`src/hw/stream_pkg.sv`:
```
package stream_pkg;

    // Default beat payload width in bits
    parameter int STREAM_DATA_W = 16;

    // Default sideband width carried next to every beat
    parameter int STREAM_USER_W = 2;

    // Default number of parallel lanes between splitter and merger
    parameter int STREAM_LANES = 4;

    // Default FIFO depth per lane, must be a power of two
    parameter int STREAM_LANE_DEPTH = 8;

    // Merger position within the packet stream
    // MERGE_HUNT waits for the first beat of the next packet on the current lane
    // MERGE_PASS is inside a packet until its last beat leaves
    typedef enum logic {
        MERGE_HUNT = 1'b0,
        MERGE_PASS = 1'b1
    } merge_state_e;

endpackage
```
`src/hw/lane_stream_top.sv`:
```
`timescale 1ns/1ps

module lane_stream_top
    import stream_pkg::*;
#(
    parameter int DATA_WIDTH = STREAM_DATA_W,
    parameter int USER_WIDTH = STREAM_USER_W,
    parameter int NUM_LANES  = STREAM_LANES,
    parameter int LANE_DEPTH = STREAM_LANE_DEPTH
) (
    input  logic                  clk_i,
    input  logic                  reset_ni,

    input  logic                  s_valid_i,
    input  logic [DATA_WIDTH-1:0] s_data_i,
    input  logic [USER_WIDTH-1:0] s_user_i,
    input  logic                  s_last_i,
    output logic                  s_ready_o,

    output logic                  m_valid_o,
    output logic [DATA_WIDTH-1:0] m_data_o,
    output logic [USER_WIDTH-1:0] m_user_o,
    output logic                  m_last_o,
    input  logic                  m_ready_i
);

    // Write side, payload is shared by all lanes
    logic [NUM_LANES-1:0]            lane_in_valid;
    logic [NUM_LANES-1:0]            lane_in_full;
    logic [DATA_WIDTH-1:0]           lane_in_data;
    logic [USER_WIDTH-1:0]           lane_in_user;
    logic                            lane_in_last;

    // Read side, one slice per lane in flat vectors
    logic [NUM_LANES-1:0]            lane_out_valid;
    logic [NUM_LANES-1:0]            lane_out_ready;
    logic [NUM_LANES*DATA_WIDTH-1:0] lane_out_data;
    logic [NUM_LANES*USER_WIDTH-1:0] lane_out_user;
    logic [NUM_LANES-1:0]            lane_out_last;

    packet_splitter #(
        .DATA_WIDTH (DATA_WIDTH),
        .USER_WIDTH (USER_WIDTH),
        .NUM_LANES  (NUM_LANES)
    ) u_splitter (
        .clk_i        (clk_i),
        .reset_ni     (reset_ni),
        .s_valid_i    (s_valid_i),
        .s_data_i     (s_data_i),
        .s_user_i     (s_user_i),
        .s_last_i     (s_last_i),
        .s_ready_o    (s_ready_o),
        .lane_full_i  (lane_in_full),
        .lane_valid_o (lane_in_valid),
        .lane_data_o  (lane_in_data),
        .lane_user_o  (lane_in_user),
        .lane_last_o  (lane_in_last)
    );

    for (genvar g = 0; g < NUM_LANES; g++) begin : g_lane
        lane_fifo #(
            .DATA_WIDTH (DATA_WIDTH),
            .USER_WIDTH (USER_WIDTH),
            .DEPTH      (LANE_DEPTH)
        ) u_fifo (
            .clk_i       (clk_i),
            .reset_ni    (reset_ni),
            .in_valid_i  (lane_in_valid[g]),
            .in_data_i   (lane_in_data),
            .in_user_i   (lane_in_user),
            .in_last_i   (lane_in_last),
            .in_full_o   (lane_in_full[g]),
            .out_ready_i (lane_out_ready[g]),
            .out_valid_o (lane_out_valid[g]),
            .out_data_o  (lane_out_data[g*DATA_WIDTH +: DATA_WIDTH]),
            .out_user_o  (lane_out_user[g*USER_WIDTH +: USER_WIDTH]),
            .out_last_o  (lane_out_last[g])
        );
    end

    packet_merger #(
        .DATA_WIDTH (DATA_WIDTH),
        .USER_WIDTH (USER_WIDTH),
        .NUM_LANES  (NUM_LANES)
    ) u_merger (
        .clk_i        (clk_i),
        .reset_ni     (reset_ni),
        .lane_valid_i (lane_out_valid),
        .lane_data_i  (lane_out_data),
        .lane_user_i  (lane_out_user),
        .lane_last_i  (lane_out_last),
        .lane_ready_o (lane_out_ready),
        .m_valid_o    (m_valid_o),
        .m_data_o     (m_data_o),
        .m_user_o     (m_user_o),
        .m_last_o     (m_last_o),
        .m_ready_i    (m_ready_i)
    );

endmodule

```
`src/hw/packet_merger.sv`:
```
`timescale 1ns/1ps

module packet_merger
    import stream_pkg::*;
#(
    parameter int DATA_WIDTH = STREAM_DATA_W,
    parameter int USER_WIDTH = STREAM_USER_W,
    parameter int NUM_LANES  = STREAM_LANES
) (
    input  logic                            clk_i,
    input  logic                            reset_ni,

    input  logic [NUM_LANES-1:0]            lane_valid_i,
    input  logic [NUM_LANES*DATA_WIDTH-1:0] lane_data_i,
    input  logic [NUM_LANES*USER_WIDTH-1:0] lane_user_i,
    input  logic [NUM_LANES-1:0]            lane_last_i,
    output logic [NUM_LANES-1:0]            lane_ready_o,

    output logic                            m_valid_o,
    output logic [DATA_WIDTH-1:0]           m_data_o,
    output logic [USER_WIDTH-1:0]           m_user_o,
    output logic                            m_last_o,
    input  logic                            m_ready_i
);

    localparam int IDX_W = (NUM_LANES > 1) ? $clog2(NUM_LANES) : 1;

    logic [IDX_W-1:0] lane_sel;
    merge_state_e     state;
    logic             xfer;

    // The output is a plain mux over the current lane, no extra register stage
    assign m_valid_o = lane_valid_i[lane_sel];
    assign m_data_o  = lane_data_i[lane_sel*DATA_WIDTH +: DATA_WIDTH];
    assign m_user_o  = lane_user_i[lane_sel*USER_WIDTH +: USER_WIDTH];
    assign m_last_o  = lane_last_i[lane_sel];

    assign xfer = m_valid_o && m_ready_i;

    // Other lanes keep their output registers and fill up behind them
    always_comb begin
        for (int i = 0; i < NUM_LANES; i++) begin
            lane_ready_o[i] = m_ready_i && (lane_sel == IDX_W'(i));
        end
    end

    always_ff @(posedge clk_i) begin
        if (!reset_ni) begin
            lane_sel <= '0;
            state    <= MERGE_HUNT;
        end else if (xfer) begin
            if (m_last_o) begin
                // Packet done, follow the splitter to the next lane
                state <= MERGE_HUNT;
                if (lane_sel == IDX_W'(NUM_LANES - 1)) begin
                    lane_sel <= '0;
                end else begin
                    lane_sel <= lane_sel + 1'b1;
                end
            end else begin
                state <= MERGE_PASS;
            end
        end
    end

endmodule

```
`src/hw/packet_splitter.sv`:
```
`timescale 1ns/1ps

module packet_splitter
    import stream_pkg::*;
#(
    parameter int DATA_WIDTH = STREAM_DATA_W,
    parameter int USER_WIDTH = STREAM_USER_W,
    parameter int NUM_LANES  = STREAM_LANES
) (
    input  logic                  clk_i,
    input  logic                  reset_ni,

    input  logic                  s_valid_i,
    input  logic [DATA_WIDTH-1:0] s_data_i,
    input  logic [USER_WIDTH-1:0] s_user_i,
    input  logic                  s_last_i,
    output logic                  s_ready_o,

    input  logic [NUM_LANES-1:0]  lane_full_i,
    output logic [NUM_LANES-1:0]  lane_valid_o,
    output logic [DATA_WIDTH-1:0] lane_data_o,
    output logic [USER_WIDTH-1:0] lane_user_o,
    output logic                  lane_last_o
);

    localparam int IDX_W = (NUM_LANES > 1) ? $clog2(NUM_LANES) : 1;

    logic [IDX_W-1:0] lane_sel;
    logic             accept;

    // Only the selected lane's full flag can hold off the input
    assign s_ready_o = !lane_full_i[lane_sel];
    assign accept    = s_valid_i && s_ready_o;

    // Payload goes to every lane, the one-hot valid picks the writer
    assign lane_data_o = s_data_i;
    assign lane_user_o = s_user_i;
    assign lane_last_o = s_last_i;

    always_comb begin
        for (int i = 0; i < NUM_LANES; i++) begin
            lane_valid_o[i] = accept && (lane_sel == IDX_W'(i));
        end
    end

    // Whole packets stay on one lane, so move on only after the last beat
    always_ff @(posedge clk_i) begin
        if (!reset_ni) begin
            lane_sel <= '0;
        end else if (accept && s_last_i) begin
            if (lane_sel == IDX_W'(NUM_LANES - 1)) begin
                lane_sel <= '0;
            end else begin
                lane_sel <= lane_sel + 1'b1;
            end
        end
    end

endmodule

```
`src/hw/lane_fifo.sv`:
```
`timescale 1ns/1ps

module lane_fifo
    import stream_pkg::*;
#(
    parameter int DATA_WIDTH = STREAM_DATA_W,
    parameter int USER_WIDTH = STREAM_USER_W,
    parameter int DEPTH      = STREAM_LANE_DEPTH
) (
    input  logic                  clk_i,
    input  logic                  reset_ni,

    input  logic                  in_valid_i,
    input  logic [DATA_WIDTH-1:0] in_data_i,
    input  logic [USER_WIDTH-1:0] in_user_i,
    input  logic                  in_last_i,
    output logic                  in_full_o,

    input  logic                  out_ready_i,
    output logic                  out_valid_o,
    output logic [DATA_WIDTH-1:0] out_data_o,
    output logic [USER_WIDTH-1:0] out_user_o,
    output logic                  out_last_o
);

    localparam int ADDR_W = $clog2(DEPTH);

    logic [DATA_WIDTH-1:0] mem_data [DEPTH];
    logic [USER_WIDTH-1:0] mem_user [DEPTH];
    logic [DEPTH-1:0]      mem_last;

    // Pointers carry one extra wrap bit so full and empty can be told apart
    logic [ADDR_W:0]   wr_ptr;
    logic [ADDR_W:0]   rd_ptr;
    logic [ADDR_W-1:0] wr_addr;
    logic [ADDR_W-1:0] rd_addr;
    logic              empty;
    logic              out_held;
    logic              load_out;

    assign wr_addr = wr_ptr[ADDR_W-1:0];
    assign rd_addr = rd_ptr[ADDR_W-1:0];
    assign empty   = (wr_ptr == rd_ptr);

    // Same address with a different wrap bit means the memory is full
    // The output register is not counted here
    assign in_full_o = (wr_addr == rd_addr) && (wr_ptr[ADDR_W] != rd_ptr[ADDR_W]);

    // A beat sitting in the output register that the merger has not taken yet
    assign out_held = out_valid_o && !out_ready_i;

    // Refill the output stage whenever it is empty or being taken this cycle
    assign load_out = !empty && !out_held;

    // The splitter only raises valid when this lane has room
    always_ff @(posedge clk_i) begin
        if (!reset_ni) begin
            wr_ptr <= '0;
        end else if (in_valid_i) begin
            wr_ptr <= wr_ptr + 1'b1;
        end
    end

    always_ff @(posedge clk_i) begin
        if (in_valid_i) begin
            mem_data[wr_addr] <= in_data_i;
            mem_user[wr_addr] <= in_user_i;
            mem_last[wr_addr] <= in_last_i;
        end
    end

    always_ff @(posedge clk_i) begin
        if (!reset_ni) begin
            rd_ptr      <= '0;
            out_valid_o <= 1'b0;
        end else begin
            out_valid_o <= !empty || out_held;
            if (load_out) begin
                rd_ptr <= rd_ptr + 1'b1;
            end
        end
    end

    always_ff @(posedge clk_i) begin
        if (load_out) begin
            out_data_o <= mem_data[rd_addr];
            out_user_o <= mem_user[rd_addr];
            out_last_o <= mem_last[rd_addr];
        end
    end

endmodule

```
`config.mk`:
```
export PLATFORM = sky130hd
export DESIGN_NAME = lane_stream_top
export DESIGN_NICKNAME = d
export VERILOG_FILES = /design/src/hw/stream_pkg.sv /design/src/hw/lane_stream_top.sv /design/src/hw/packet_merger.sv /design/src/hw/packet_splitter.sv /design/src/hw/lane_fifo.sv
export SDC_FILE = /design/constraint.sdc
export NUM_CORES = 1
export LEC_CHECK = 0
export BUFFER_PORTS_ARGS = -buffer_cell sky130_fd_sc_hd__buf_2
export CAP_MARGIN = 10
export CORE_MARGIN = 2
export CORE_UTILIZATION = 60
export DETAILED_ROUTE_END_ITERATION = 8
export HOLD_SLACK_MARGIN = 0.15
export PLACE_DENSITY = 0.82
export SLEW_MARGIN = 5
export SYNTH_ARGS = -nofsm -noshare
export SYNTH_HDL_FRONTEND = slang
export SYNTH_SLANG_ARGS = --single-unit
```
`constraint.sdc`:
```
create_clock -name clk_i -period 4.2 [get_ports clk_i]
set_input_delay 0.21 -clock clk_i [delete_from_list [all_inputs] [get_ports clk_i]]
set_output_delay 0.21 -clock clk_i [all_outputs]
set_load 0.05 [all_outputs]
```
==> run summary <==
via density per instance = 6.485
Post-Layout Cell Count = 2,000
Hold Violations, Final = 0
Resized Gates After CTS = 0
synthesized netlist cell count = 1,275
post-DP HPWL = 35,300 um
initial antenna violation count = 1
Yosys reg bits = 724
vias post-DR = 12,970
Net Sw Power = 4.552 mW
critical path launch point type = register
Worst-Skew Late Latency = 600 ps
Layout area overhead = 11.08%
1st-iter DRT viols = 1,804
clk_skew = 23.80 ps
Peak VDD IR = 592.0 uV
Final setup viols = 0
critical path type = register to register
Total GRT Usage = 0.2604
layout cells sized above 1 = 0.3144
chip width = 220.6 um
post-route cell area = 31,260 um^2
CTS tree = yes
drt wl/cell = 30.54 um
EDFF count, synth = 684
die area = 48,660 um^2
filler instances = 2,795
row cnt = 79
worst setup margin = 920.2 ps
clock root buffer = clkbuf_16
Placer Congestion = 0.8304
Port Buffer Count = 43
worst hold path class = primary input to register
post-synth cell types = 42
RSZ-0062 raised after global routing = no
sw frac = 0.2567
first-pass GRT wire length = 88,290 um
Worst Path Max Fanout = 19
CP Data Required Time = 4410 ps
Worst slew margin = 0.2344
Routed Antenna Nets = 0
register area share after synthesis = 0.7582
final wirelength = 61,080 um
Synthesized Nets = 1,314
Post-Route Setup TNS = 0 ps
CTS Buf Count = 70
Post-Place Setup Slack = 1002 ps
IO Count = 44
dpl cells = 1,872
Yosys top cell by area = edfxtp_1
Yosys warning total = 0
Post-synth top flop = edfxtp_1
DP Area = 28,990 um^2
grt total ovfl = 0
Max-Cap Viols = 0
Synth Cell Area = 28,140 um^2
final period utilization = 0.7809
synthesized area per cell = 22.07 um^2
Worst Tran Pin Value = 1145 ps
Initial Utilization = 0.6058
DRT Pass-1 Iters = 5
outcome = finished, final reports clean
Flop pwr share = 0.487
Sink Count = 724
Yosys top cell area share = 0.7298
Fmax = 0.3049 GHz
fin crit period = 3280 ps
Internal Power = 13.18 mW
Worst-path clk slew = 60 ps
PwrDens = 567.3 nW/um^2
Clock Power Share = 0.348
DRC viols = 0
nets@finish = 1,379
Leak Pwr = 9.738 nW
Ant. Diodes = 0
worst path arrival time = 3490 ps
vias in the first global route = 12,990
Die Y = 220.6 um
Async S/R FF share, synth = 0
synth top area cells = edfxtp_1, mux4_2, mux2_2
Final Max Slew Viols = 0
core outline area = 46,460 um^2
Logic pwr share = 0.165
CTS Buffer Depth = 3
H-tree Lvls = 3
largest net degree at the start of global routing = 42
crit path capture type = register
final hold slack = 196.7 ps
-- layer usage --
metal | track usage | vias to the layer above | share of wire
li1 | - | 5408 | -
met1 | 0.3809 | 6821 | 0.39
met3 | 0.04605 | 104 | 0.088
met2 | 0.4053 | 635 | 0.49
met4 | 0.09000 | 2 | 0.034
met5 | 0 | - | 0.00021
-- state kept, by name, summed over array words and instances (netlist names), 8 cells and up --
register	cells
g_lane.u_fifo.out_user_o	8
g_lane.u_fifo.rd_ptr	16
g_lane.u_fifo.wr_ptr	16
g_lane.u_fifo.mem_last	32
g_lane.u_fifo.out_data_o	64
g_lane.u_fifo.mem_user	64
g_lane.u_fifo.mem_data	512
-- cells in the mapped netlist, drive strengths merged, types with 9 or more instances --
cell / instances
dfxtp: 40
clkbuf: 37
nand2b: 10
nand2: 36
nor3: 12
nor2: 25
nand4: 9
mux2i: 19
edfxtp: 684
xor2: 12
mux4: 172
mux2: 76
ha: 16
and4b: 11
buf: 36
xnor2: 20
-- critical path, cell delays in order, from the launching register on --
cell and delay (ps):
dfxtp_1 510, xnor2_1 190, nand4_1 150, o22ai_2 320, buf_4 290, nor3_2 470
and4b_1 940
-- what timing repair did --
action / CTS / global route
setup buffers: 0 / 0
hold buffers: 3 / 0
hold endpoints to repair: 19 / 0
-- metrics by stage --
step,utilization,total power [mW]
3_5_place_dp,0.6239,11.70
5_1_grt,0.6729,18.22
3_3_place_gp,0.6239,11.65
6_report,0.6729,17.73
2_1_floorplan,-,10.71
4_1_cts,0.6729,17.82
-- area by class of cell --
class / count / area (um^2) / share of cell area
well taps: 607 / 759.5 / 0.02429
flip-flops and latches: 724 / 21350 / 0.6830
multi-input cells: 472 / 6487 / 0.2075
clock buffers: 102 / 2016 / 0.06448
clock inverters: 23 / 230.2 / 0.007364
repair buffers: 66 / 395.4 / 0.01265
inverters: 6 / 22.52 / 0.0007204
-- cell usage in the layout (no fill, tap or decap), types with 3 or more instances in the layout --
cell type      instances
nand2b_1              10
mux2_2                76
clkbuf_16             73
buf_2                 43
nand2_1               36
mux2i_1               19
bufinv_16              5
a41oi_2                4
edfxtp_1             684
dlygate4sd3_1          3
buf_4                 20
clkinv_2               7
nor3_1                 4
dfxtp_1               31
and3_1                 4
and4b_1               11
mux4_2               172
a21boi_0               4
nand3_1                7
inv_1                  6
clkinv_1              10
xnor2_1               18
and4bb_2               6
and3b_1                5
nor2_1                25
clkbuf_1              21
nand4_1                9
clkbuf_8               8
and4_1                 3
xor2_1                12
dfxtp_2                9
a21oi_1                3
nor3_4                 4
nor3_2                 4
ha_1                  16
o31ai_1                4
-- power groups by stage --
stage / logic (mW) / registers [mW] / clock network [mW]
floorplan: 2.12 / 8.59 / 0
global placement: 2.89 / 8.76 / 0
detailed placement: 2.93 / 8.77 / 0
CTS: 2.96 / 8.63 / 6.23
global route: 3.09 / 8.64 / 6.49
finish: 2.93 / 8.63 / 6.17
-- path summary, 6_finish.rpt --
kind	cells after the start	slack, ps	from	end
min reg2reg	2	510	g_lane[2].u_fifo.wr_ptr[3]	g_lane[2].u_fifo.wr_ptr[3]
min	3	200	reset_ni	g_lane[2].u_fifo.wr_ptr[3]
max reg2reg	6	920	g_lane[1].u_fifo.wr_ptr[2]	g_lane[3].u_fifo.mem_data[3][3]
max	6	920	g_lane[1].u_fifo.wr_ptr[2]	g_lane[3].u_fifo.mem_data[3][3]
-- logic make-up after synthesis --
kind of cell    after synthesis  synth area share
fa+ha+maj                    16          0.007113
mux                         267            0.1748
flops                       724            0.7582
buf+inv                      79           0.01320
xor+xnor                     32           0.01049
compound gates               19          0.005646
simple gates                138           0.03050
Note: power is estimated with default switching activity, not from simulation.
